<file path="config.mk">
export PLATFORM = sky130hd
export DESIGN_NAME = overworldState
export DESIGN_NICKNAME = d
export VERILOG_FILES = /design/src/rtl/mapperPkg.sv /design/src/rtl/overworldState.sv
export SDC_FILE = /design/constraint.sdc
export NUM_CORES = 1
export LEC_CHECK = 0
export BUFFER_PORTS_ARGS = -buffer_cell sky130_fd_sc_hd__buf_2
export CAP_MARGIN = 10
export CORE_MARGIN = 1.5
export CORE_UTILIZATION = 30
export CTS_CLUSTER_SIZE = 20
export DETAILED_ROUTE_END_ITERATION = 8
export GPL_TIMING_DRIVEN = 0
export HOLD_SLACK_MARGIN = 0.08
export PLACE_DENSITY = 0.57
export SYNTH_ARGS = -nofsm -noshare
export SYNTH_HDL_FRONTEND = slang
export SYNTH_SLANG_ARGS = --single-unit
</file>
<file path="constraint.sdc">
create_clock -name Clk -period 2.9 [get_ports Clk]
set_clock_uncertainty 0.1 [all_clocks]
set_input_delay 0.145 -clock Clk [delete_from_list [all_inputs] [get_ports Clk]]
set_output_delay 0.145 -clock Clk [all_outputs]
set_load 0.03 [all_outputs]
</file>
<file path="src/rtl/mapperPkg.sv">
`default_nettype none

package mapperPkg;

	localparam int ScreenW = 640;
	localparam int ScreenH = 480;
	localparam int CoordW = 11;
	localparam int CamW = 13;

	// World map, one cell per 4x4 world pixels
	localparam int MapCols = 320;
	localparam int MapRows = 240;
	localparam int TileShift = 2;
	localparam int MapDepth = MapCols * MapRows;
	localparam int MapAddrW = $clog2(MapDepth);

	// Character window on screen
	localparam logic [CoordW-1:0] SpriteX0 = 11'd311;
	localparam logic [CoordW-1:0] SpriteY0 = 11'd340;
	localparam logic [CoordW-1:0] SpriteW = 11'd19;
	localparam logic [CoordW-1:0] SpriteH = 11'd29;
	localparam int SheetW = 228;
	localparam int SheetDepth = SheetW * 29;
	localparam int SheetAddrW = $clog2(SheetDepth);

	localparam logic signed [CamW-1:0] StartX = 13'sd100;
	localparam logic signed [CamW-1:0] StartY = 13'sd100;
	localparam int CamMinX = -311;
	localparam int CamMaxX = 951;
	localparam int CamMinY = -340;
	localparam int CamMaxY = 594;

	localparam logic [7:0] StartKey = 8'h2C;
	localparam int StepDiv = 8;

	typedef enum logic [1:0] {Up = 2'd0, Right = 2'd1, Down = 2'd2, Left = 2'd3} facing_e;
	typedef enum logic [1:0] {Rest1, Move1, Rest2, Move2} frame_e;
	typedef enum logic {Start, Overworld} gameState_e;

	// Sheet column per facing, in order Up, Right, Down, Left
	localparam logic [7:0] FacingBase [4] = '{8'd114, 8'd171, 8'd0, 8'd57};
	// Column offset per frame, in order Rest1, Move1, Rest2, Move2
	localparam logic [7:0] FrameOffset [4] = '{8'd19, 8'd0, 8'd19, 8'd38};

	typedef struct packed {
		logic [7:0] red;
		logic [7:0] green;
		logic [7:0] blue;
	} rgb_t;

	// Entry 0 is transparent
	localparam rgb_t SpritePalette [16] = '{
		24'h000000, 24'hf8f8f8, 24'h181010, 24'he8b080,
		24'hc07848, 24'h783818, 24'hd02818, 24'h801008,
		24'h3858c8, 24'h182878, 24'h58a040, 24'h286020,
		24'hf0d040, 24'h989898, 24'h585858, 24'hf8a8b8
	};
	localparam rgb_t StartColor = 24'h2050a0;

	typedef struct packed {
		logic [CoordW-1:0] drawX;
		logic [CoordW-1:0] drawY;
		logic visible;
	} scanPos_t;

	typedef struct packed {
		logic moving;
		facing_e direction;
	} padIn_t;

	typedef struct packed {
		logic en;
		logic toMap;
		logic [MapAddrW-1:0] addr;
		logic [7:0] data;
	} memWrite_t;

	typedef struct packed {
		logic signed [CamW-1:0] camX;
		logic signed [CamW-1:0] camY;
		facing_e facing;
		frame_e frame;
		gameState_e gameState;
	} viewState_t;

	typedef struct packed {
		logic visible;
		logic offMap;
		logic inWindow;
	} stage1_t;

	// Map index is RRRGGGBB, each field replicated up to 8 bits
	function automatic rgb_t mapColor(input logic [7:0] idx);
		rgb_t c;
		c.red = {idx[7:5], idx[7:5], idx[7:6]};
		c.green = {idx[4:2], idx[4:2], idx[4:3]};
		c.blue = {idx[1:0], idx[1:0], idx[1:0], idx[1:0]};
		return c;
	endfunction

endpackage

`default_nettype wire

</file>
<file path="src/rtl/overworldState.sv">
`timescale 1ns/1ps
`default_nettype none

module overworldState import mapperPkg::*; (
	input logic Clk,
	input logic rst,
	input logic frameTick,
	input logic [7:0] keycode,
	input facing_e facing,
	input frame_e frame,
	input logic stepReq,
	output logic advance,
	output viewState_t view
);

	gameState_e state;
	logic signed [CamW-1:0] camX, camY;

	// Walk logic only runs in the overworld
	assign advance = frameTick && (state == Overworld);

	always_ff @(posedge Clk) begin
		if (rst) begin
			state <= Start;
			camX <= StartX;
			camY <= StartY;
		end else if (frameTick && state == Start) begin
			if (keycode == StartKey) begin
				state <= Overworld;
				camX <= StartX;
				camY <= StartY;
			end
		end else if (stepReq) begin
			case (facing)
				Up: if (camY > CamMinY) camY <= camY - CamW'(1);
				Down: if (camY <= CamMaxY) camY <= camY + CamW'(1);
				Left: if (camX > CamMinX) camX <= camX - CamW'(1);
				Right: if (camX <= CamMaxX) camX <= camX + CamW'(1);
				default: ;
			endcase
		end
	end

	assign view = '{camX: camX, camY: camY, facing: facing, frame: frame, gameState: state};

endmodule

`default_nettype wire

</file>
Word-level counts from Yosys, hierarchy flattened
Index checks and enable logic that the tools add are counted.
{"block": "op_classes", "add_sub_neg": 4, "n_lt_le_gt_ge": 4, "eq_ne": 9, "muxes": 11, "n_bitwise": 1, "n_reduce_logical": 9}
{"op": "$mux 13", "count": 9}
{"op": "$pmux 13 s2", "count": 2}
{"op": "$add 13x2->13 const B", "count": 2}
{"op": "$gt 13x10->1 const B", "count": 2}
{"op": "$le 13x11->1 const B", "count": 2}
{"op": "$sub 13x2->13 const B", "count": 2}
{"op": "$ne 3x3->1 const B", "count": 4}
{"op": "$reduce_and 5->1", "count": 2}
{"op": "$eq 8x6->1 const B", "count": 1}
{"op": "$reduce_bool 3->1", "count": 2}
{"op": "$eq 2x2->1 const B", "count": 2}
{"op": "$eq 2x1->1 const B", "count": 1}
{"op": "$logic_and 1x1->1", "count": 2}
{"op": "$logic_not 2->1", "count": 1}
{"op": "$ne 2x1->1 const B", "count": 1}
{"op": "$reduce_and 2->1", "count": 1}
{"op": "$reduce_bool 2->1", "count": 1}
{"op": "$not 1->1", "count": 1}
{"block": "totals", "ff_bits": 27, "out_inout_bits": 32}

Logic depth before layout (Yosys ltp)
{"block": "depth", "word_depth": 5, "ltp_mapped": 10}

Worst setup path after synthesis
OpenSTA, ideal clock, no wires.
{"block": "synth_timing", "path_type": "register to register", "start": "register camY[0]", "end": "register camY[12]", "t_arrival_ps": 2344, "path_slack_ps": 385, "path_stages_with_launch": 9, "path_buffers": 0, "cell_sequence": "dfxtp_1 -> inv_1 -> fa_1 -> nor2b_4 -> o31a_1 -> o41ai_4 -> o32a_1 -> a2111oi_2 -> o21bai_1"}
{"block": "synth_via", "elab_chain_cells": 5, "elab_cells_between_ends": 12, "classes_between": "add/sub: 2; order compare: 2; eq/ne: 2; mux: 5; reduce/logical: 1"}
{"element": "from (decl)", "line_no": "overworldState.sv:17", "text": "logic signed [CamW-1:0] camX, camY;"}
{"element": "from (signal assigned)", "line_no": "overworldState.sv:26", "text": "camY <= StartY;"}
{"element": "from (signal assigned)", "line_no": "overworldState.sv:31", "text": "camY <= StartY;"}
{"element": "from (signal assigned)", "line_no": "overworldState.sv:35", "text": "Up: if (camY > CamMinY) camY <= camY - CamW'(1);"}
{"element": "$add 13x2->13 or $sub 13x2->13 (tied branches)", "line_no": "overworldState.sv:36, overworldState.sv:35"}
{"element": "$mux 13, on equally long branches", "line_no": "overworldState.sv:36, overworldState.sv:35"}
{"element": "$pmux 13 s2", "line_no": "overworldState.sv:34", "text": "case (facing)"}
{"element": "$mux 13", "line_no": "overworldState.sv:33", "text": "end else if (stepReq) begin"}
{"element": "$mux 13", "line_no": "overworldState.sv:27", "text": "end else if (frameTick && state == Start) begin"}
Several ways; a longest one is shown, not always the timed one. The select of a mux whose other input is x is not followed.
A chain may end at the register's enable or synchronous reset.

Worst setup path after layout
{"block": "layout_timing", "start": "input facing[0]", "end": "register camY[12]"}
{"block": "layout_via", "elab_chain_cells": 4, "elab_cells_between_ends": 9, "classes_between": "eq/ne: 3; mux: 3; reduce/logical: 3"}
{"element": "from (decl)", "line_no": "overworldState.sv:9", "text": "input facing_e facing,"}
{"element": "$eq 2x2->1 or $logic_not 2->1 (tied branches)", "line_no": "overworldState.sv:34"}
{"element": "$pmux 13 s2", "line_no": "overworldState.sv:34"}
{"element": "$mux 13", "line_no": "overworldState.sv:33"}
{"element": "$mux 13", "line_no": "overworldState.sv:27"}
{"element": "to (signal assigned)", "line_no": "overworldState.sv:26"}
{"element": "to (signal assigned)", "line_no": "overworldState.sv:35"}
{"element": "to (signal assigned)", "line_no": "overworldState.sv:36", "text": "Down: if (camY <= CamMaxY) camY <= camY + CamW'(1);"}
Several ways; a longest one is shown, not always the timed one. The select of a mux whose other input is x is not followed.

==> impl_metrics.tcl <==
set metrics [dict create \
    status "complete, no violations" \
    start_util_pct 31.35 \
    synth_top_family_by_area "compound AO/OA/AOI/OAI gates" \
    dpl_worst_slack_ns -0.03013 \
    fin_ws_ns 0.2708 \
    p_per_area_nw_per_um2 424.3 \
    rows 31 \
    dpl.hpwl_um 4568 \
    cts.sinks 27 \
    synth_compound_area_share_pct 31.85 \
    final_cell_mix "47 x buf_2, 27 x dfxtp_1, 22 x ha_1, 21 x nor2_1, 18 x nand2_1" \
    final_common_cell "buf_2" \
    cp_top_family "compound AO/OA/AOI/OAI gates" \
    placed_area_sq_um 2648 \
    routedWlPerCell_um 13.70 \
    slew_viol_final 0 \
    crit_type "input port to flip-flop" \
    fin_cells 421 \
    arrival_ns 2.74 \
    syn_area_sq_um 2298 \
    routed_wl_um 5766 \
    h-tree-depth 1 \
    numCtsBuffers 3 \
    coreArea_sq_um 7331 \
    hold_violations 0 \
    drc 0 \
    clkSlewWorstSetupHoldPaths_ns 0.09 \
    nets 363 \
    first_pass_iters 4 \
    grt_antenna_before_repair 0 \
    yosys.area_share.simple_pct 17.37 \
    yosysTopAreaCellShare_pct 23.52 \
    post_cts_buffers 0 \
    synthTopCellsByArea "dfxtp_1 24%, ha_1 12%, a21oi_1 3.7%" \
    relSlewSlack_pct 58.24 \
    gp_congestion 0.7540 \
    vias_per_cell 5.221 \
    ioPinCount 48 \
    holdPathEnd "camX[8]" \
    area_growth_pct 17.15 \
    cp.buffers_inverters 3 \
    startpoint "facing[0]" \
    first_global_vias 2084 \
    ys_types 60 \
    final_area_sq_um 2693 \
    ant_nets 0 \
    grt_max_degree 16 \
    hold_path_class "input port to flip-flop" \
    setup_violations 0 \
    ys_warn_count 0 \
    grt_pass1_wl_um 9929 \
    dieArea_sq_um 8196 \
    cp_slowest_cell "fa_1" \
    cp_common_cell "inv_1" \
    synthXorXnorAreaFrac_pct 5.335 \
    leakagePower_nw 1.198 \
    cp_slowest_stage_delay_ns 0.47 \
    cts_hold_buf 0 \
    setup_tns_ns 0 \
    netlist_instances 273 \
    synth_nets 313 \
    cts_root_buf "clkbuf_8" \
    r2r_cells 8 \
    synth_fa_ha_area_share_pct 13.72 \
    synth_ff_type "dfxtp_1" \
    synth_mux_area_share_pct 2.722 \
    hp-start "frameTick" \
    cp_max_fo 14 \
    dieHeight_um 90.53 \
    critPathLaunchType "input port" \
    holdWs_ns 0.1561 \
    cts_tree "done" \
    worstPathRequired_ns 3.01 \
    ys_seq_area_share_pct 23.52 \
    overflow 0 \
    fin_crit_ns 2.629 \
    timing.rr.end "camY[12]" \
    insertion_delay_ns 0.27 \
    fin_crit_sh_pct 90.66 \
    antenna_cells 0 \
    maxCapViolations 0 \
    path_cells "buf_2 > inv_1 > nand2_1 > inv_1 > fa_1 > nor2b_4 > o31a_1 > o41ai_4 > o32a_1 > a2111oi_2 > o21bai_1" \
    r2r_slack_ns 0.40 \
    avgSynthCellArea_sq_um 8.419 \
    die_width_um 90.53 \
    portBuffers 45 \
    tightest_slew_ns 0.6263 \
    post_cts_resized 0 \
    first_iter_violations 90 \
    drive_above_1_share_pct 20.50 \
    place_inst 417 \
    ir_worst_vdd_uv 146.9 \
    vias 2198 \
    synth_area_leader_cell "dfxtp_1" \
    max_freq_ghz 0.3803 \
    clock_path_buffers 2 \
    postSynthRegisterBits 27 \
    rsz0062_at_grt "false" \
    track_usage_pct 14.41 \
    timing.rr.start "camY[0]" \
    holdPathStages 4 \
    ys_async_sr_fraction_pct 0 \
    synth_edf_count 0 \
    nFillCells 773 \
    endpoint_kind "flip-flop" \
]
tightest hold or removal path: stages:
cell	delay, ns
buf_2	0.09
nand2_1	0.10
nand3_1	0.08
a21oi_1	0.06
logic make-up (layout without fill, tap and decap cells):
group,count (synthesis),in the layout
AO/OA/AOI/OAI,98,98
XOR/XNOR,14,14
adder cells (fa/ha/maj),24,24
buffers and inverters,26,75
flip-flops,27,27
multiplexers,6,6
AND/OR/NAND/NOR,78,78
flip-flops by register name (all words and copies together) (netlist names):
register,cells
camX,13
state,1
camY,13
metal layers:
layer / part of all wire [%] / vias to the layer above / track usage (%) / wire [um]
li1: - / 1121 / - / -
met1: 50 / 1016 / 20.20 / 2859
met2: 46 / 57 / 23.31 / 2631
met3: 4.1 / 4 / 2.273 / 239
met4: 0.62 / 0 / 2.778 / 36
met5: 0 / - / 0 / 0
final cells by class:
type / count / area (sq um) / share of cell area [%]
multi-input cells: 220 / 1632 / 60.59
repair buffers: 45 / 225.2 / 8.364
clock buffers: 4 / 45.04 / 1.673
well taps: 99 / 123.9 / 4.600
inverters: 17 / 63.81 / 2.370
flip-flops and latches: 27 / 540.5 / 20.07
plain buffers: 9 / 62.56 / 2.323
worst max path at each step:
stage | endpoint | slack (ns) | cells after the start
floorplan | camY[12] | 0.39 | 8
global placement | camY[11] | -0.03 | 9
detailed placement | camY[12] | -0.03 | 11
CTS | camY[12] | 0.26 | 11
global route | camY[11] | 0.001 | 9
finish | camY[12] | 0.27 | 11
synth_stat cells (4+ instances only):
library cell and count:
o211ai_1 4, buf_4 5, o21ai_0 12, o21a_1 6, ha_1 22, o21ai_1 6, dfxtp_1 27, a211oi_1 4
a21oi_1 17, o21bai_1 5, nand3_1 8, nor2b_1 4, xor2_1 7, a22o_1 8, nor2_1 21, nand2_1 18
mux2i_1 4, inv_1 17, xnor2_1 7, nor3_1 9
where the power goes:
part / total (mW) / internal, mW / switching, mW
clock: 0.219 / 0.0986 / 0.121
sequential: 0.437 / 0.398 / 0.0390
combinational: 0.486 / 0.200 / 0.287
through the flow:
stage          util [%]  total power, mW
3_3_place_gp      36.12           0.9264
6_report          36.73            1.142
5_1_grt           36.73            1.234
3_5_place_dp      36.12           0.9306
4_1_cts           36.73            1.156
2_1_floorplan         -           0.8180
(Power assumes the default switching activity.)
