--- src/rtl/mapperPkg.sv ---
`default_nettype none

package mapperPkg;

	localparam int ScreenW = 640;
	localparam int ScreenH = 480;
	localparam int CoordW = 11;
	localparam int CamW = 13;

	// World map, one cell per 4x4 world pixels
	localparam int MapCols = 320;
	localparam int MapRows = 240;
	localparam int TileShift = 2;
	localparam int MapDepth = MapCols * MapRows;
	localparam int MapAddrW = $clog2(MapDepth);

	// Character window on screen
	localparam logic [CoordW-1:0] SpriteX0 = 11'd311;
	localparam logic [CoordW-1:0] SpriteY0 = 11'd340;
	localparam logic [CoordW-1:0] SpriteW = 11'd19;
	localparam logic [CoordW-1:0] SpriteH = 11'd29;
	localparam int SheetW = 228;
	localparam int SheetDepth = SheetW * 29;
	localparam int SheetAddrW = $clog2(SheetDepth);

	localparam logic signed [CamW-1:0] StartX = 13'sd100;
	localparam logic signed [CamW-1:0] StartY = 13'sd100;
	localparam int CamMinX = -311;
	localparam int CamMaxX = 951;
	localparam int CamMinY = -340;
	localparam int CamMaxY = 594;

	localparam logic [7:0] StartKey = 8'h2C;
	localparam int StepDiv = 8;

	typedef enum logic [1:0] {Up = 2'd0, Right = 2'd1, Down = 2'd2, Left = 2'd3} facing_e;
	typedef enum logic [1:0] {Rest1, Move1, Rest2, Move2} frame_e;
	typedef enum logic {Start, Overworld} gameState_e;

	// Sheet column per facing, in order Up, Right, Down, Left
	localparam logic [7:0] FacingBase [4] = '{8'd114, 8'd171, 8'd0, 8'd57};
	// Column offset per frame, in order Rest1, Move1, Rest2, Move2
	localparam logic [7:0] FrameOffset [4] = '{8'd19, 8'd0, 8'd19, 8'd38};

	typedef struct packed {
		logic [7:0] red;
		logic [7:0] green;
		logic [7:0] blue;
	} rgb_t;

	// Entry 0 is transparent
	localparam rgb_t SpritePalette [16] = '{
		24'h000000, 24'hf8f8f8, 24'h181010, 24'he8b080,
		24'hc07848, 24'h783818, 24'hd02818, 24'h801008,
		24'h3858c8, 24'h182878, 24'h58a040, 24'h286020,
		24'hf0d040, 24'h989898, 24'h585858, 24'hf8a8b8
	};
	localparam rgb_t StartColor = 24'h2050a0;

	typedef struct packed {
		logic [CoordW-1:0] drawX;
		logic [CoordW-1:0] drawY;
		logic visible;
	} scanPos_t;

	typedef struct packed {
		logic moving;
		facing_e direction;
	} padIn_t;

	typedef struct packed {
		logic en;
		logic toMap;
		logic [MapAddrW-1:0] addr;
		logic [7:0] data;
	} memWrite_t;

	typedef struct packed {
		logic signed [CamW-1:0] camX;
		logic signed [CamW-1:0] camY;
		facing_e facing;
		frame_e frame;
		gameState_e gameState;
	} viewState_t;

	typedef struct packed {
		logic visible;
		logic offMap;
		logic inWindow;
	} stage1_t;

	// Map index is RRRGGGBB, each field replicated up to 8 bits
	function automatic rgb_t mapColor(input logic [7:0] idx);
		rgb_t c;
		c.red = {idx[7:5], idx[7:5], idx[7:6]};
		c.green = {idx[4:2], idx[4:2], idx[4:3]};
		c.blue = {idx[1:0], idx[1:0], idx[1:0], idx[1:0]};
		return c;
	endfunction

endpackage

`default_nettype wire

--- src/rtl/pixelColor.sv ---
`timescale 1ns/1ps
`default_nettype none

module pixelColor import mapperPkg::*; (
	input logic Clk,
	input logic rst,
	input stage1_t stage1,
	input gameState_e gameState,
	input logic [7:0] mapIndex,
	input logic [3:0] spriteIndex,
	output rgb_t rgb
);

	gameState_e stateQ;
	rgb_t nextRgb;

	// Lines the state up with the pixel now leaving the RAMs
	always_ff @(posedge Clk) begin
		if (rst) begin
			stateQ <= Start;
		end else begin
			stateQ <= gameState;
		end
	end

	always_comb begin
		if (!stage1.visible) begin
			nextRgb = '0;
		end else if (stateQ == Start) begin
			nextRgb = StartColor;
		end else if (stage1.offMap) begin
			nextRgb = '0;
		end else if (stage1.inWindow && spriteIndex != 4'd0) begin
			nextRgb = SpritePalette[spriteIndex];
		end else begin
			nextRgb = mapColor(mapIndex);
		end
	end

	always_ff @(posedge Clk) begin
		if (rst) begin
			rgb <= '0;
		end else begin
			rgb <= nextRgb;
		end
	end

endmodule

`default_nettype wire

--- config.mk ---
export PLATFORM = sky130hd
export DESIGN_NAME = pixelColor
export DESIGN_NICKNAME = d
export VERILOG_FILES = /design/src/rtl/mapperPkg.sv /design/src/rtl/pixelColor.sv
export SDC_FILE = /design/constraint.sdc
export NUM_CORES = 1
export LEC_CHECK = 0
export BUFFER_PORTS_ARGS = -buffer_cell sky130_fd_sc_hd__buf_4
export CORE_MARGIN = 2
export CORE_UTILIZATION = 45
export DETAILED_ROUTE_END_ITERATION = 6
export GPL_ROUTABILITY_DRIVEN = 0
export PLACE_DENSITY = 0.84
export SYNTH_ARGS = -nofsm -noshare
export SYNTH_HDL_FRONTEND = slang
export SYNTH_SLANG_ARGS = --single-unit
export TNS_END_PERCENT = 20
--- constraint.sdc ---
create_clock -name Clk -period 2.3 [get_ports Clk]
set_input_delay 0.345 -clock Clk [delete_from_list [all_inputs] [get_ports Clk]]
set_output_delay 0.345 -clock Clk [all_outputs]
set_load 0.02 [all_outputs]
**Word-level counts from Yosys, hierarchy flattened**

Memories as Yosys holds them, arrays and structs flattened.
Index checks and enable logic that the tools add are counted.

- Register bits after elaboration: 25
- ROM bits: 384
- Input port bits: 18
- Output and inout port bits: 24
- Word-level logic and storage cells: 21
- Memories: 1

Memories:

| name | depth | bits a word | read ports | clocked after Yosys merged registers in | wr ports | line | RTL |
|---|---|---|---|---|---|---|---|
| (name not given) | 16 | 24 | 1 | 0 | 0 | pixelColor.sv:34 | `nextRgb = SpritePalette[spriteIndex];` |

- Magnitude comparators: 1
- Muxes and demuxes: 5
- Bitwise logic cells: 3
- Reductions and logical operators: 4

Operator list:

| cell | number |
|---|---|
| $mux 24 | 3 |
| $mux 22 | 2 |
| $ge 5x5->1 const B | 1 |
| $not 4->5 | 1 |
| $reduce_bool 4->1 | 1 |
| $reduce_or 4->1 | 1 |
| $not 1->1 | 2 |
| $reduce_or 2->1 | 1 |
| $logic_and 1x1->1 | 1 |

**Logic depth before layout (Yosys ltp)**

Gate-level depths: netlist of the first run.

- Word-level depth: 7
- Gate-level depth with buffers: 8
- Gate-level depth less buffers: 6

**Worst setup path after synthesis of the first run**

OpenSTA, ideal clock, no wires.

- Kind: input port to flip-flop
- From: in spriteIndex[1]
- To: reg rgb[10] (netlist bit)
- Setup time: 59 ps
- Arrival time: 1643 ps
- Required time: 2241 ps
- Path slack: 598 ps
- Stages: 8
- Path buffers: 2
- Cells stage by stage: inv_1 > ha_1 > or3b_4 > and2_4 > buf_6 > nor2_4 > buf_6 > and2_1

- Word-level cells in the longest chain between the ends: 5
- Elaborated cells between the ends (all ways): 7
- Those cells by class: 3 x mux; 1 x bitwise; 2 x reduce/logical; 1 x memory

RTL lines:

| item | line | RTL |
|---|---|---|
| start: declaration | pixelColor.sv:10 | `input logic [3:0] spriteIndex,` |
| $not 4->5 (not written as such) | pixelColor.sv:34 |  |
| $mem_v2 16x24 | -- |  |
| $mux 24 (not written as such) (2 in series) | pixelColor.sv:34 |  |
| $mux 24 * | pixelColor.sv:33 | `end else if (stage1.inWindow && spriteIndex != 4'd0) begin` |
| end signal: assignment | pixelColor.sv:44 | `rgb <= nextRgb;` |
| end: declaration | pixelColor.sv:11 | `output rgb_t rgb` |

Every way passes the cells marked *; elsewhere a longest branch is shown, timed or not. The select of a mux whose other input is x is not followed.
A chain may end at the register's enable or synchronous reset.

**Final worst setup path of the first run**

- From: in spriteIndex[1]
- To: reg rgb[11] (netlist bit)

The elaborated chain is that of the path after synthesis.

==> key figures, run 1 <==
Outcome
  • Run status: finished clean

Synthesis
  • Most used DFF post-synth: dfxtp_1
  • Warnings from Yosys: 0
  • Sequential fraction of the synthesis area: 0.3922
  • Share of synthesized registers carrying an async set or reset: 0
  • Main area contributors after synthesis: dfxtp_1 (39%), ha_1 (6.1%), a21oi_1 (4.9%), and2_1 (4.6%), nor2_1 (3.7%)
  • Top-area cell type share of the netlist area: 0.3922
  • Syn Std Cell Area: between 0.001 and 0.0015 sq mm
  • Number of synthesized register bits: 24
  • Syn avg cell area: 8.749 sq um
  • Yosys top cell by area: dfxtp_1
  • Synth Instances: 140
  • Syn nets: 164
  • EDFF count, synth: 0
  • Synth unique cells: 37

Clock network
  • Post-CTS setup buffer count: 0
  • Post-CTS Hold Buffers: 0
  • Skew-Pair Late Insertion Delay: between 0.3 and 0.4 ns
  • CTS sink count: 24
  • Post-cts resize count: 0
  • Htree depth: 1
  • Clk buf depth: 2
  • Worst-path clk slew: between 0.1 and 0.15 ns
  • CTS tree: built
  • CTS buffer count: 3
  • CTS root buf: clkbuf_4

Flow run
  • Max-cap violations: 0

Global route
  • Met3 Use GR: 0.02326
  • Initial antenna violation count: 0
  • M2 GR Usage: 0.2941
  • First-pass GRT wire length: around 4.6 mm
  • Met1 usage: 0.2400
  • GRT overflow: 0
  • Vias in the first global route: around 1000
  • GRT Util Overall: 0.1822
  • Largest net degree at the start of global routing: 32
  • Gr busiest metal: met2

Timing
  • Final Hold Viols: 0
  • FMAX: 630.3 MHz
  • Setup ws final: a little over 0.7 ns
  • Worst-margin pin slew: 0.4028 ns
  • Slew Viols, Final: 0
  • Final period util: 0.6898
  • Tmin final: about 1.6 ns
  • Setup TNS: 0 ns
  • Rel. slew slack: 0.7306
  • RSZ-0062 raised after global routing: no
  • Final setup fails: 0
  • Fin Clk Skew: approximately 0.0040 ns

Cells and area
  • Synthesis-to-layout area growth: 24.51%
  • # nets final: 200
  • Share of layout cells above drive strength 1: 0.2759
  • Design Area, Final: between 0.0015 and 0.002 sq mm
  • Final cell count without fillers: between 200 and 250
  • Ant diodes: 0

Power and ir drop
  • Pwr dens: between 500 and 600 mW/mm^2
  • VDD IR max: about 0.00033 V
  • P_leak: between 0.6 and 0.7 nW

Floorplanning
  • Boundary Pins: between 40 and 50
  • Area of the core: 0.002522 sq mm
  • Die height: about 56 um
  • Die X: ~56 um
  • Core Rows: 18
  • Initial Utilization: 0.4856
  • Die area: 0.003156 sq mm

Routing
  • 1st-iter DRT viols: 28
  • Post-DR vias/cell: roughly 5.5
  • Per-cell routed wire length: 13.69 um
  • Initial DRT Pass Iterations: 5
  • Final wirelength: about 2.8 mm
  • Antenna viol nets, final: 0
  • Drc violations: 0
  • Detailed-route via count: about 1100

Critical path
  • Critical Path End Type: register
  • Worst path bufs/invs: 2
  • Max incr delay on CP: between 0.4 and 0.5 ns
  • Element type at the critical path start: input pin
  • Critical path, cell by cell: buf_4 -> inv_1 -> ha_1 -> or3b_4 -> nand2_1 -> nor2_1 -> a22o_1
  • Data arrival, critical path: 1.80 ns
  • Required @ worst endpoint: around 2.5 ns
  • Crit Path Category: input pin to register
  • Worst Path Max Fanout: 7
  • Crit path max-delay cell type: or3b_4
  • Crit path max-delay family: simple AND/OR/NAND/NOR gates

Placement
  • HPWL after detailed placement: about 2.1 mm
  • Placed Instances: roughly 200
  • Placed inst area: around 0.0015 sq mm
  • Port-buffer cells: between 40 and 50
  • Dpl ws: between 0.3 and 0.4 ns

Min path
  • Tightest Hold Check Type: input pin to register
[cells in the mapped netlist, types with 2 or more instances]
cell type / count
nor2b_1: 2
mux2i_1: 4
clkbuf_1: 2
o221ai_1: 2
a21oi_1: 12
nand3_1: 2
a22oi_1: 3
o211ai_1: 2
buf_6: 3
and2_1: 9
nand2_1: 10
nand2b_1: 5
nor2_1: 12
inv_1: 6
a211oi_1: 3
nor3_1: 3
dfxtp_1: 24
o32ai_1: 2
o22ai_1: 3
o21ai_0: 5
o2bb2ai_1: 2
buf_2: 3
a22o_1: 2
ha_1: 6
[cells in the final DEF, fill, tap and decap left out, types with 3 or more instances in the layout]
cell type	count
buf_4	41
dfxtp_1	24
a21oi_1	12
nor2_1	12
nand2_1	10
and2_1	9
inv_1	6
ha_1	6
nand2b_1	5
o21ai_0	5
mux2i_1	4
o22ai_1	3
nor3_1	3
a22oi_1	3
a211oi_1	3
clkbuf_4	3
[stage by stage]
stage,hold WS (ns),utilization,total power [mW]
CTS,0.1784,0.6047,0.7648
detailed placement,0.4908,0.5957,0.5961
global placement,0.4904,0.5957,0.5930
global route,0.1798,0.6047,0.8035
finish,0.1759,0.6047,0.7650
floorplan,0.4166,-,0.5386
[sequential cells by signal (all words and copies together) (netlist names)]
| signal | count |
|---|---|
| rgb | 23 |
| stateQ | 1 |
[report_power, final]
part	leakage (nW)	switching [mW]	internal (mW)
sequential	0.195	0.00347	0.426
clock	0.0138	0.114	0.0612
combinational	0.485	0.0910	0.0695
[cell families (layout without fill, tap and decap cells)]
family	after synthesis	count (layout)	synth area share
adder cells (fa/ha/maj)	6	6	0.06129
multiplexers	5	5	0.04188
flip-flops	24	24	0.3922
AND/OR/NAND/NOR	48	48	0.2074
buffers and inverters	16	50	0.07354
AO/OA/AOI/OAI	41	41	0.2237
[final cells by class]
cell class | count | area (sq um)
inverters | 6 | 22.52
clock buffers | 3 | 22.52
well taps | 30 | 37.54
fillers | 236 | 997.2
flip-flops and latches | 24 | 480.5
repair buffers | 41 | 307.8
multi-input cells | 100 | 654.4
[path summary, 6_finish.rpt]
check                      start      end  slack, ns  depth (start not counted)
hold / removal               rst   stateQ       0.18                          2
hold reg to reg           stateQ   rgb[7]       0.52                          1
setup reg to reg          stateQ   rgb[4]       0.86                          3
setup / recovery  spriteIndex[1]  rgb[11]       0.71                          7
[per-layer routing]
layer / up-vias / wire (um) / part of all wire
met5: - / 0 / 0
met4: 0 / 64 / 0.023
met3: 7 / 145 / 0.052
met2: 36 / 1342 / 0.48
met1: 515 / 1239 / 0.44
li1: 559 / - / -
Power figures use the tool's default switching activity.
==> run 2: changes to the inputs <==
==> constraint.sdc (replaced) <==
create_clock -name Clk -period 1.63 [get_ports Clk]
set_input_delay 0.2445 -clock Clk [delete_from_list [all_inputs] [get_ports Clk]]
set_output_delay 0.2445 -clock Clk [all_outputs]
set_load 0.02 [all_outputs]
==> run 2 against run 1 <==
  * Clock skew is 0.0017 ns higher
  * Sequential share of layout area down 2.2 points
  * Clock-buffer cell count is the same
  * Largest power group unchanged
  * Clock power grew 140%
==> key figures, run 2 (synthesis results as in run 1) <==
Critical path
  • Critical Path End Type: register
  • Max incr delay on CP: 0.52 ns (+0.11 ns)
  • Crit Path Category: register to register
  • Crit path max-delay cell type: or3b_1
  • Element type at the critical path start: register
  • Worst Path Max Fanout: 6 (-1)
  • Required @ worst endpoint: 1.88 ns (-0.63 ns)
  • Data arrival, critical path: 1.69 ns (-0.11 ns)
  • Critical path, cell by cell: or3b_1 -> nand2b_1 -> o2bb2ai_1

Clock network
  • CTS buffer count: 3 (unchanged)
  • CTS sink count: 24 (unchanged)
  • Htree depth: 1 (unchanged)
  • CTS tree: built
  • Worst-path clk slew: 0.13 ns (about the same)
  • Clk buf depth: 2 (unchanged)
  • Post-cts resize count: 0 (unchanged)
  • CTS root buf: clkbuf_4
  • Post-CTS setup buffer count: 0 (unchanged)
  • Post-CTS Hold Buffers: 0 (unchanged)
  • Skew-Pair Late Insertion Delay: 0.31 ns (about the same)

Routing
  • 1st-iter DRT viols: 43 (+54%)
  • Final wirelength: 2.922 mm (+4.7%)
  • Post-DR vias/cell: 5.588 (+2.1%)
  • Uppermost layer routed: met4
  • Drc violations: 0 (unchanged)
  • WL met1: 1.197 mm (-3.4%)
  • Initial DRT Pass Iterations: 4 (-1)
  • Per-cell routed wire length: 13.53 um (-1.2%)
  • Detailed-route via count: 1207 (+8.1%)
  • DR WL met2: 1.435 mm (+6.9%)
  • Antenna viol nets, final: 0 (unchanged)
  • Met3 Routed Length: 209 um (+44%)

Timing
  • Final setup fails: 0 (unchanged)
  • Rel. slew slack: 0.7317 (+0.001052)
  • Final period util: 0.8852
  • Fin Hold WS: 0.06977 ns (-0.1062 ns)
  • Setup TNS: 0 ns (unchanged)
  • Slew Viols, Final: 0 (unchanged)
  • Fin Clk Skew: 0.005718 ns (+0.001684 ns)
  • FMAX: slightly below 700 MHz
  • Final Hold Viols: 0 (unchanged)
  • RSZ-0062 raised after global routing: no
  • Tmin final: 1.443 ns
  • Worst-margin pin slew: 0.4012 ns (-0.001574 ns)

Cells and area
  • Most frequent cells in the layout: buf_4 (52), dfxtp_1 (24), a21oi_1 (12), nor2_1 (12), nand2_1 (10)
  • Footprint of the multi-input gates: 654.4 sq um (unchanged)
  • Ant diodes: 0 (unchanged)
  • Regs by FF count: rgb (23), stateQ (1)
  • Commonest non-fill, non-tap cell in the layout: buf_4
  • # nets final: 211 (+5.5%)
  • Largest register by flop count: rgb
  • Design Area, Final: 0.001638 sq mm (+7.4%)
  • Synthesis-to-layout area growth: 33.71%
  • Share of layout cells above drive strength 1: 0.3226 (+0.04672)
  • Register Area: 480.5 sq um (unchanged)
  • Fillers: 219 (-7.2%)
  • Max reg flops: 23 (unchanged)

Floorplanning
  • Area of the core: 0.002522 sq mm (unchanged)
  • Boundary Pins: 42 (unchanged)
  • Initial Utilization: 0.4856 (unchanged)
  • Die height: 56.18 um (unchanged)
  • Die X: 56.18 um (unchanged)
  • Die area: 0.003156 sq mm (unchanged)
  • Core Rows: 18 (unchanged)

Placement
  • Placed inst area: 0.001585 sq mm (+5.5%)
  • HPWL after detailed placement: 2.266 mm (+6.7%)
  • Port-buffer cells: 41 (unchanged)

Power and ir drop
  • NetSw: 0.3133 mW (+50%)
  • Gate power share: 0.194 (-0.016)
  • Int Power: 0.9637 mW (+73%)
  • P_leak: 0.7602 nW (+9.6%)
  • Clock network fraction of total power: 0.332 (+0.103)
  • Sw frac: 0.2453 (-0.02752)
  • VDD IR max: 0.0006556 V (+99%)
  • Pwr dens: 779.7 mW/mm^2 (+55%)
  • Reg power frac: 0.474 (-0.087)

Min path
  • Tightest Hold Check Type: input pin to register

Global route
  • Largest net degree at the start of global routing: 24 (-25%)
  • GRT overflow: 0 (unchanged)
  • Initial antenna violation count: 0 (unchanged)
  • First-pass GRT wire length: 4.878 mm (+5.5%)
  • GRT Util Overall: 0.1927 (+0.01051)
  • Vias in the first global route: 1109 (+9.6%)

Flow run
  • Max-cap violations: 0 (unchanged)

Outcome
  • Run status: finished clean
-- run 2: worst max-delay path: cells and delay by family (launching register included) --
kind,cells,cell delay [ns]
flip-flops,1,0.44
AND/OR/NAND/NOR,2,0.78
AO/OA/AOI/OAI,1,0.16
-- run 2: worst paths after layout --
kind              cells after the start  endpoint  slack (ns)  startpoint
setup / recovery                      3    rgb[4]        0.19      stateQ
hold / removal                        2    stateQ        0.07         rst
setup reg to reg                      3    rgb[4]        0.19      stateQ
hold reg to reg                       1   rgb[12]        0.53      stateQ
-- run 2: power groups by stage --
stage          sequential (mW)  combinational, mW  clock [mW]
2_1_floorplan            0.635              0.125           0
3_3_place_gp             0.619              0.238           0
3_5_place_dp             0.619              0.243           0
4_1_cts                  0.606              0.245       0.427
5_1_grt                  0.607              0.271       0.456
6_report                 0.606              0.247       0.424
-- run 2: cell type report --
cell class,instances,share of cell area
Timing Repair Buffer,52,0.2383
Clock inverter,1,0.01833
Clock buffer,3,0.01375
Inverter,6,0.01375
Tap cell,30,0.02292
Sequential cell,24,0.2934
Multi-Input combinational cell,100,0.3995
-- run 2: per-stage QoR --
stage | util | power, mW | setup slack [ns] | cells
after floorplan | - | 0.7600 | 0.02858 | 140
after global placement | 0.6285 | 0.8562 | 0.02155 | 212
after detailed placement | 0.6285 | 0.8621 | -0.06510 | 212
after CTS | 0.6493 | 1.278 | 0.1948 | 216
after global routing | 0.6493 | 1.334 | 0.1264 | 216
final | 0.6493 | 1.277 | 0.1872 | 216
-- run 2: per-layer routing --
| metal | vias up | GRT usage |
|---|---|---|
| met5 | - | 0 |
| met4 | 0 | 0.1020 |
| met3 | 10 | 0.04186 |
| met2 | 51 | 0.3092 |
| met1 | 552 | 0.2397 |
| li1 | 594 | - |
