File: config.mk
export PLATFORM = sky130hd
export DESIGN_NAME = walkAnimator
export DESIGN_NICKNAME = d
export VERILOG_FILES = /design/src/rtl/mapperPkg.sv /design/src/rtl/walkAnimator.sv
export SDC_FILE = /design/constraint.sdc
export NUM_CORES = 1
export LEC_CHECK = 0
export BUFFER_PORTS_ARGS = -buffer_cell sky130_fd_sc_hd__buf_2
export CAP_MARGIN = 25
export CORE_AREA = 2 2 39 41
export CTS_BUF_LIST = sky130_fd_sc_hd__clkbuf_4 sky130_fd_sc_hd__clkbuf_8
export DETAILED_ROUTE_END_ITERATION = 10
export DIE_AREA = 0 0 41 43
export SLEW_MARGIN = 25
export SYNTH_ARGS = -nofsm -noshare
export SYNTH_HDL_FRONTEND = slang
export SYNTH_SLANG_ARGS = --single-unit
File: constraint.sdc
create_clock -name Clk -period 1.8 [get_ports Clk]
set_clock_uncertainty 0.15 [all_clocks]
set_input_delay 0.18 -clock Clk [delete_from_list [all_inputs] [get_ports Clk]]
set_output_delay 0.18 -clock Clk [all_outputs]
set_load 0.01 [all_outputs]
File: src/rtl/mapperPkg.sv
`default_nettype none

package mapperPkg;

	localparam int ScreenW = 640;
	localparam int ScreenH = 480;
	localparam int CoordW = 11;
	localparam int CamW = 13;

	// World map, one cell per 4x4 world pixels
	localparam int MapCols = 320;
	localparam int MapRows = 240;
	localparam int TileShift = 2;
	localparam int MapDepth = MapCols * MapRows;
	localparam int MapAddrW = $clog2(MapDepth);

	// Character window on screen
	localparam logic [CoordW-1:0] SpriteX0 = 11'd311;
	localparam logic [CoordW-1:0] SpriteY0 = 11'd340;
	localparam logic [CoordW-1:0] SpriteW = 11'd19;
	localparam logic [CoordW-1:0] SpriteH = 11'd29;
	localparam int SheetW = 228;
	localparam int SheetDepth = SheetW * 29;
	localparam int SheetAddrW = $clog2(SheetDepth);

	localparam logic signed [CamW-1:0] StartX = 13'sd100;
	localparam logic signed [CamW-1:0] StartY = 13'sd100;
	localparam int CamMinX = -311;
	localparam int CamMaxX = 951;
	localparam int CamMinY = -340;
	localparam int CamMaxY = 594;

	localparam logic [7:0] StartKey = 8'h2C;
	localparam int StepDiv = 8;

	typedef enum logic [1:0] {Up = 2'd0, Right = 2'd1, Down = 2'd2, Left = 2'd3} facing_e;
	typedef enum logic [1:0] {Rest1, Move1, Rest2, Move2} frame_e;
	typedef enum logic {Start, Overworld} gameState_e;

	// Sheet column per facing, in order Up, Right, Down, Left
	localparam logic [7:0] FacingBase [4] = '{8'd114, 8'd171, 8'd0, 8'd57};
	// Column offset per frame, in order Rest1, Move1, Rest2, Move2
	localparam logic [7:0] FrameOffset [4] = '{8'd19, 8'd0, 8'd19, 8'd38};

	typedef struct packed {
		logic [7:0] red;
		logic [7:0] green;
		logic [7:0] blue;
	} rgb_t;

	// Entry 0 is transparent
	localparam rgb_t SpritePalette [16] = '{
		24'h000000, 24'hf8f8f8, 24'h181010, 24'he8b080,
		24'hc07848, 24'h783818, 24'hd02818, 24'h801008,
		24'h3858c8, 24'h182878, 24'h58a040, 24'h286020,
		24'hf0d040, 24'h989898, 24'h585858, 24'hf8a8b8
	};
	localparam rgb_t StartColor = 24'h2050a0;

	typedef struct packed {
		logic [CoordW-1:0] drawX;
		logic [CoordW-1:0] drawY;
		logic visible;
	} scanPos_t;

	typedef struct packed {
		logic moving;
		facing_e direction;
	} padIn_t;

	typedef struct packed {
		logic en;
		logic toMap;
		logic [MapAddrW-1:0] addr;
		logic [7:0] data;
	} memWrite_t;

	typedef struct packed {
		logic signed [CamW-1:0] camX;
		logic signed [CamW-1:0] camY;
		facing_e facing;
		frame_e frame;
		gameState_e gameState;
	} viewState_t;

	typedef struct packed {
		logic visible;
		logic offMap;
		logic inWindow;
	} stage1_t;

	// Map index is RRRGGGBB, each field replicated up to 8 bits
	function automatic rgb_t mapColor(input logic [7:0] idx);
		rgb_t c;
		c.red = {idx[7:5], idx[7:5], idx[7:6]};
		c.green = {idx[4:2], idx[4:2], idx[4:3]};
		c.blue = {idx[1:0], idx[1:0], idx[1:0], idx[1:0]};
		return c;
	endfunction

endpackage

`default_nettype wire

File: src/rtl/walkAnimator.sv
`timescale 1ns/1ps
`default_nettype none

module walkAnimator import mapperPkg::*; (
	input logic Clk,
	input logic rst,
	input logic advance,
	input padIn_t pad,
	output facing_e facing,
	output frame_e frame,
	output logic stepReq
);

	localparam int DelayW = $clog2(StepDiv);

	logic [DelayW-1:0] delay;
	logic walking;
	frame_e nextFrame;

	// Pressing toward the current facing is a real step
	assign walking = pad.moving && (pad.direction == facing);
	assign stepReq = advance && walking;

	always_comb begin
		case (frame)
			Rest1: nextFrame = Move1;
			Move1: nextFrame = Rest2;
			Rest2: nextFrame = Move2;
			default: nextFrame = Rest1;
		endcase
	end

	always_ff @(posedge Clk) begin
		if (rst) begin
			facing <= Up;
			frame <= Rest1;
			delay <= '0;
		end else if (advance) begin
			if (!pad.moving) begin
				frame <= Rest1;
			end else if (!walking) begin
				// Turn in place, no step taken
				facing <= pad.direction;
				frame <= Rest1;
			end else begin
				if (delay == DelayW'(StepDiv - 1)) begin
					delay <= '0;
				end else begin
					delay <= delay + 1'b1;
				end
				// Frame only changes on the first tick of each delay period
				if (delay == '0) begin
					frame <= nextFrame;
				end
			end
		end
	end

endmodule

`default_nettype wire

* Word-level counts from Yosys, hierarchy flattened
Index checks and enable logic that the tools add are counted.
Storage, ports and cells: flip-flop bits (word level) 7, input port bits 6, output and inout port bits 5, word-level logic and storage cells 22
Cells by class: add/sub/neg operators 1, equal/unequal tests 5, multiplexer cells 5, bitwise logic cells 1, reductions and logical operators 7
Operators by type and width (number):
- $mux 2 | 3
- $pmux 2 s3 | 1
- $reduce_and 3->1 | 2
- $add 3x1->3 const B | 1
- $eq 3x3->1 const B | 1
- $logic_not 3->1 | 1
- $mux 3 | 1
- $ne 3x2->1 const B | 1
- $eq 2x1->1 const B | 1
- $eq 2x2->1 | 1
- $eq 2x2->1 const B | 1
- $logic_and 1x1->1 | 2
- $logic_not 2->1 | 1
- $reduce_and 2->1 | 1
- $not 1->1 | 1

* Longest topological paths before layout
Gate-level depths: netlist of run 1.
word-level depth 5, mapped depth 5

* Least setup slack after synthesis of run 1
Ideal clock, no wire load.
path kind flip-flop to flip-flop, start register facing[0], end register delay[0], library setup time 0.135 ns, arrival time 1.070 ns, setup slack 0.445 ns, stages on the path, launching flop included 4, buffers on the path 0, cell sequence dfxtp_1 xor2_1 nor3_1 o31ai_1
Between the ends: cells in the longest elaborated chain, start to end 3
Ends and longest elaborated chain:
- from (decl) | RTL line walkAnimator.sv:9 | output facing_e facing,
- from (signal assigned) | RTL line walkAnimator.sv:35 | facing <= Up;
- from (signal assigned) | RTL line walkAnimator.sv:43 | facing <= pad.direction;
- $eq 2x2->1 | RTL line walkAnimator.sv:21 | assign walking = pad.moving && (pad.direction == facing);
- $logic_and 1x1->1 | RTL line walkAnimator.sv:21
- $reduce_and 3->1 (no source line)
- to (signal assigned) | RTL line walkAnimator.sv:49 | delay <= delay + 1'b1;
- to (decl) | RTL line walkAnimator.sv:16 | logic [DelayW-1:0] delay;
Every way passes these cells. A chain may end at the register's enable or synchronous reset.

* Worst setup path in the final report of run 1
start register facing[0], end output stepReq
Between the ends: cells in the longest elaborated chain, start to end 3
Ends and longest elaborated chain:
- $eq 2x2->1 | RTL line walkAnimator.sv:21
- $logic_and 1x1->1 | RTL line walkAnimator.sv:21
- $logic_and 1x1->1 | RTL line walkAnimator.sv:22 | assign stepReq = advance && walking;
- to (decl) | RTL line walkAnimator.sv:11 | output logic stepReq
Every way passes these cells.

==> results by group, run 1 <==
Outcome
  • Status: finished clean

Die
  • Area of the core: 1380 sq um
  • Die width: 41 um
  • Die ar.: 1760 sq um
  • DIE HEIGHT: 43 um
  • Site Rows: 14
  • Num ports: 11
  • Starting Density: 31.7%

Clock tree
  • Number of post-CTS setup repair buffers: 0
  • CTS Hold Buffers Added: 0
  • Number of CTS-inserted buffers: 3
  • CTS root buf: clkbuf_4
  • CTS tree: yes
  • Post-cts resize count: 0
  • Clock latency on the worst-skew pair: 250 ps
  • Number of H-tree levels: 1
  • Clk slew on worst S/H paths: 50 ps
  • Clock Sinks: 7
  • Clock Path Buffers: 2

Hold path
  • Worst min path class: input port to flop
  • Hold path startpoint: pad[1]
  • WHS Endpoint: facing[1]
  • Hold depth: 3

Logic synthesis
  • Synth area leader: dfxtp_1
  • Flops & latches, synth: 7
  • Compound-Gate Fraction of Synth Area: 16.2%
  • Unique cell type count in the Yosys netlist: 18
  • Simple-gate share of the synthesized area: 19.4%
  • Post-Synth XOR/XNOR Area: 11.4%
  • Most common cell in the netlist: dfxtp_1
  • Post-synthesis adder-cell area fraction: 14.2%
  • Largest cells by area after synthesis: dfxtp_1 (32%), ha_1 (14%), xnor2_2 (7.4%)
  • Dominant combinational cell family by area after synthesis: simple AND/OR/NAND/NOR gates
  • Post-synth top cells: dfxtp_1 (7), inv_1 (6), ha_1 (5), nand2_1 (5), nand4_1 (4)
  • Yosys warns: 0
  • Syn nets: 60
  • Sequential share of the synthesized area: 31.9%
  • Synth top area share: 31.9%
  • Main flop type after synthesis: dfxtp_1
  • Multiplexer share of the synthesized area: 0%
  • Synth async-reset ratio: 0%
  • Synthesized instance count: 49
  • Post-synthesis cell area: 439 sq um
  • Syn avg cell area: 8.96 sq um
  • Post-synth EDFFs: 0

Worst setup path
  • Worst path top cell family by delay: flip-flops
  • Critical Path RT: 1470 ps
  • Crit path kind: flop to output pin
  • Setup crit end kind: output pin
  • RR Startpoint: delay[0]
  • CP startpoint kind: flop
  • R2R depth: 5
  • Critical Path AT: 1340 ps
  • Bufs and invs on worst path: 1
  • Crit-path max FO: 4
  • End of the worst register-to-register path: delay[0]
  • Worst path slowest cell: dfxtp_1
  • CP max stage delay: 350 ps
  • Crit path cell chain: xor2_1 -> nor3_1 -> buf_2
  • Register-to-register setup slack: 450 ps

STA
  • RSZ-0062 raised after global routing: no
  • Post-layout minimum cycle time: 1670 ps
  • Ratio of final minimum period to clock period: 93.0%
  • Max Slew Vio Count: 0
  • Fmax: 597 MHz
  • Slew margin rel.: 75.3%
  • Setup TNS: 0 ps
  • Worst-Margin Slew: 368 ps
  • Setup Viol. Count Final: 0
  • Final Hold Viols: 0
  • Final setup margin: 125 ps

Global route
  • Largest net degree at the start of global routing: 11
  • GR Util All Layers: 14.0%
  • First-pass GRT wire length: 1570 um
  • Total grt overflow: 0
  • Initial antenna violation count: 0
  • Vias in the first global route: 371

Routing
  • Via density: 4.87
  • DR vias: 375
  • Drt wl/cell: 10.8 um
  • First-iteration detailed-routing DRC count: 2
  • Total iterations of the first detailed-routing run: 3
  • Post-route DRC violation count: 0
  • Routed wire length: 829 um
  • ANT nets after route: 0

Placement
  • Placed Area: 502 sq um
  • Post-Place Worst Slack: 396 ps
  • GPL Wtd Cong: 0.678
  • PortBufs: 10
  • Hpwl dp: 625 um

Layout
  • Fraction of layout cells with a size suffix above 1: 27.9%
  • Ant. Diodes: 0
  • FILL cells: 151
  • Fin area: 532 sq um
  • Layout area overhead: 21.1%
  • Nets@finish: 73

Pwr
  • Peak VDD IR: 0.000347 V
  • Pwr dens: 708 nW/um^2
  • Leakage: 0.237 nW

Run
  • Maxcap violations: 0
## per-layer routing
metal | share of wire [%] | up-vias | routed length, um | GRT usage [%]
met5 | 0 | - | 0 | 0
met4 | 0.97 | 0 | 8 | 8.00
met3 | 6.6 | 2 | 55 | 9.42
met2 | 43 | 11 | 354 | 17.5
met1 | 49 | 164 | 409 | 17.2
li1 | - | 198 | - | -
## worst reg2reg max path: cells and delay by family, from the launching register on
family          cells  cell delay [ps]
compound gates      1               90
fa+ha+maj           2              390
flops               1              320
simple gates        2              310
## area by class of cell
type,count,area (sq um),area share [%]
multi-input combinational,34,269,50.6
sequential,7,140,26.4
timing repair buffer,10,50.0,9.41
clock buffer,4,30.0,5.65
inverter,6,22.5,4.24
tap,16,20.0,3.76
## flip-flops by register name (all words and copies together), names as in the netlist
name    cells
facing      2
frame       2
delay       3
## cell usage in the layout, fill, tap and decap left out, drive strengths merged
cell | synthesis | layout
o31ai | 3 | 3
nand4 | 4 | 4
dfxtp | 7 | 7
a41oi | 1 | 1
a21oi | 3 | 3
clkbuf | 1 | 4
buf | 1 | 10
nand2b | 1 | 1
inv | 6 | 6
nand2 | 5 | 5
ha | 5 | 5
o32ai | 2 | 2
xor2 | 2 | 2
nor3 | 2 | 2
nor3b | 2 | 2
and2 | 1 | 1
xnor2 | 2 | 2
nor2 | 1 | 1
## kinds of logic (layout without fill, tap and decap cells)
group | Yosys count | in the layout
buffers and inverters | 8 | 20
adders and majority gates | 5 | 5
xor gates and xnor gates | 4 | 4
AOI/OAI and AO/OA | 9 | 9
and+or+nand+nor | 16 | 16
DFF | 7 | 7
## how the worst max path moves through the flow
stage,slack [ps],endpoint,from,depth (start not counted)
final,130,stepReq,facing[0],3
after global routing,10,stepReq,facing[0],3
after CTS,110,stepReq,facing[0],3
after detailed placement,400,stepReq,facing[0],3
after global placement,430,stepReq,facing[0],3
after floorplan,440,delay[0],facing[0],3
## power by group
part	internal, mW	switching (mW)	leakage [nW]
Combinational	0.0216	0.0312	0.162
Sequential	0.159	0.00424	0.0567
Clock	0.0998	0.0604	0.0184
Total	0.281	0.0959	0.237
## through the flow
| stage | utilization [%] | total power, mW | hold WS (ps) | std cells |
|---|---|---|---|---|
| floorplan | - | 0.202 | 166 | 49 |
| global placement | 36.3 | 0.219 | 319 | 73 |
| detailed placement | 36.3 | 0.220 | 325 | 73 |
| CTS | 38.4 | 0.388 | 48.9 | 77 |
| global route | 38.4 | 0.408 | 56.6 | 77 |
| finish | 38.4 | 0.376 | 59.5 | 77 |
(Power assumes the default switching activity.)
==> run 2: changes to the inputs <==
--- a/config.mk
+++ b/config.mk
@@ -5,6 +5,7 @@
 export SDC_FILE = /design/constraint.sdc
 export NUM_CORES = 1
 export LEC_CHECK = 0
+export ABC_CLOCK_PERIOD_IN_PS = 1800
 export BUFFER_PORTS_ARGS = -buffer_cell sky130_fd_sc_hd__buf_2
 export CAP_MARGIN = 25
 export CORE_AREA = 2 2 39 41
==> constraint.sdc (replaced) <==
create_clock -name Clk -period 1.8 [get_ports Clk]
set_clock_uncertainty 0.15 [all_clocks]
set_input_delay 0.09 -clock Clk [delete_from_list [all_inputs] [get_ports Clk]]
set_output_delay 0.09 -clock Clk [all_outputs]
set_load 0.01 [all_outputs]
==> run 2 against run 1 <==
Count of clock-buffer cells in the layout unchanged. Setup slack improved by 71 ps. Register-to-register slack got worse by 50 ps. Non-clock buffer count increased by 5. Sequential power about the same. Cell count increased by 6.5%. Via count increased by 8.5%. First-iteration DRC count increased to 2.5 times the previous value. Sequential share of layout area decreased by 2.5 points. Hold slack improved by 30 ps. Critical endpoint unchanged. Highest routed layer unchanged.
==> results by group, run 2 (synthesis gave the netlist of run 1 again) <==
Routing
  • Routed wire length: 889 um (+7.2%)
  • Via density: 4.96 (+1.9%)
  • Drt wl/cell: 10.8 um (+0.70%)
  • ANT nets after route: 0 (unchanged)
  • Total iterations of the first detailed-routing run: 3 (unchanged)
  • Post-route DRC violation count: 0 (unchanged)
  • DR vias: 407 (+8.5%)
  • First-iteration detailed-routing DRC count: 5 (+3)

STA
  • Max Slew Vio Count: 0 (unchanged)
  • Fmax: 624 MHz (+4.4%)
  • Ratio of final minimum period to clock period: 89.1% (-3.9 points)
  • Setup TNS: 0 ps (unchanged)
  • Setup Viol. Count Final: 0 (unchanged)
  • Post-layout minimum cycle time: 1600 ps (-70.9 ps)
  • Slew margin rel.: 80.3% (+4.9 points)
  • Final Hold Viols: 0 (unchanged)
  • Hold slack: 89.1 ps (+29.5 ps)
  • RSZ-0062 raised after global routing: no
  • Final setup margin: 196 ps (+70.9 ps)
  • Worst-Margin Slew: 295 ps (-72.9 ps)

Pwr
  • Switching portion of total power: 25.8% (+0.38 points)
  • Register share of total power: 42.2% (-1.2 points)
  • Switching pwr: 0.100 mW (+4.5%)
  • Clock power share: 41.7% (-0.9 points)
  • Peak VDD IR: 0.000358 V (+3.1%)
  • Cell-internal power: 0.287 mW (+2.4%)
  • Pwr dens: 661 nW/um^2 (-6.7%)
  • Comb power frac: 16.1% (+2.1 points)
  • Leakage: 0.263 nW (+11%)

Die
  • Die ar.: 1760 sq um (unchanged)
  • Num ports: 11 (unchanged)
  • Site Rows: 14 (unchanged)
  • Starting Density: 31.7% (unchanged)
  • Area of the core: 1380 sq um (unchanged)
  • Die width: 41 um (unchanged)
  • DIE HEIGHT: 43 um (unchanged)

Global route
  • First-pass GRT wire length: 1570 um (unchanged)
  • Initial antenna violation count: 0 (unchanged)
  • Largest net degree at the start of global routing: 11 (unchanged)
  • Vias in the first global route: 407 (+9.7%)
  • Total grt overflow: 0 (unchanged)
  • GR Util All Layers: 13.7% (-0.29 points)

Clock tree
  • Clock Sinks: 7 (unchanged)
  • Number of CTS-inserted buffers: 3 (unchanged)
  • Clock Path Buffers: 2 (unchanged)
  • Number of H-tree levels: 1 (unchanged)
  • CTS root buf: clkbuf_4
  • CTS tree: yes
  • Clock latency on the worst-skew pair: 250 ps (about the same)
  • Clk slew on worst S/H paths: 60 ps (about the same)

Worst setup path
  • Setup crit end kind: output pin
  • Crit path kind: input port to output pin
  • Bufs and invs on worst path: 3 (+2)
  • Worst path slowest cell: dlygate4sd3_1
  • RR Startpoint: facing[1]
  • CP startpoint kind: input port
  • Critical Path RT: 1560 ps (+90 ps)
  • Critical Path AT: 1360 ps (+20 ps)
  • CP max stage delay: 530 ps (+180 ps)
  • Crit-path max FO: 3 (-1)
  • Worst path top cell family by delay: buffers and inverters
  • Crit path from: pad[0]
  • Crit path cell chain: dlygate4sd3_1 -> buf_2 -> xor2_1 -> nor3_2 -> buf_2
  • CP most frequent cell: buf_2

Layout
  • Max reg flops: 3 (unchanged)
  • Final Core Density: 42.4% (+4.0 points)
  • Largest regs: delay: 3 flops, facing: 2 flops, frame: 2 flops
  • Commonest non-fill, non-tap cells in the layout: buf_2 (10), dfxtp_1 (7), inv_1 (6)
  • Ant. Diodes: 0 (unchanged)
  • Most common cell after layout, fill and taps aside: buf_2
  • Area occupied by multi-input gates: 274 sq um (+1.9%)
  • Nets@finish: 78 (+6.8%)
  • FILL cells: 148 (-2.0%)
  • Most flop-heavy register: delay
  • Fraction of layout cells with a size suffix above 1: 27.3% (-0.60 points)
  • Flip-flop and latch area: 140 sq um (unchanged)
  • Layout area overhead: 33.6%

Outcome
  • Status: finished clean

Hold path
  • Hold path startpoint: pad[2]
  • Worst min path class: input port to flop

Placement
  • Post-Place Worst Slack: 454 ps (+57.7 ps)
  • PortBufs: 10 (unchanged)
  • Hpwl dp: 668 um (+6.8%)
  • GPL Wtd Cong: 0.700 (+3.2%)

Run
  • Maxcap violations: 0 (unchanged)
run 2: cell types whose count changed in the layout (fill, tap and decap cells not counted), sizes merged:
cell / before / now
dlygate4sd3: 0 / 5
run 2: final timing paths:
kind / slack, ps / cells past startpoint / end
worst max-delay path: 200 / 5 / stepReq
worst max register to register: 400 / 3 / facing[1]
worst min register to register: 360 / 2 / delay[1]
worst min-delay path: 90 / 3 / frame[1]
run 2: timing repair:
action,4_1_cts,5_1_grt
hold buffers,5,0
hold endpoints to repair,3,0
buffers inserted,0,0
setup endpoints to repair,0,1
resized for setup,0,1
run 2: final cells by class:
class | instances | share of cell area [%]
repair buffers | 15 | 17.1
inverters | 6 | 3.84
multi-input cells | 34 | 46.7
flip-flops and latches | 7 | 23.9
clock buffers | 4 | 5.12
well taps | 16 | 3.41
run 2: metrics by stage:
stage               instances  cell area [sq um]  total power, mW
finish                     82                587            0.388
detailed placement         73                502            0.220
floorplan                  49                439            0.202
global route               82                587            0.415
CTS                        82                582            0.394
global placement           73                502            0.219
run 2: metal layers:
layer / wire length [um] / GRT usage [%]
met5: 0 / 0
met4: 17 / 8.00
met3: 38 / 6.28
met2: 431 / 20.3
met1: 401 / 15.3
run 2: worst reg2reg max path, cell delays in order, from the launching register on:
cell           delay [ps]
dfxtp_1               430
nand2_1                80
a21oi_1               140
dlygate4sd3_1         550
run 2: power groups by stage:
| stage | registers, mW | clock network [mW] | logic (mW) |
|---|---|---|---|
| floorplan | 0.168 | 0 | 0.0340 |
| global placement | 0.167 | 0 | 0.0526 |
| detailed placement | 0.167 | 0 | 0.0536 |
| CTS | 0.163 | 0.169 | 0.0614 |
| global route | 0.164 | 0.182 | 0.0692 |
| finish | 0.164 | 0.162 | 0.0624 |
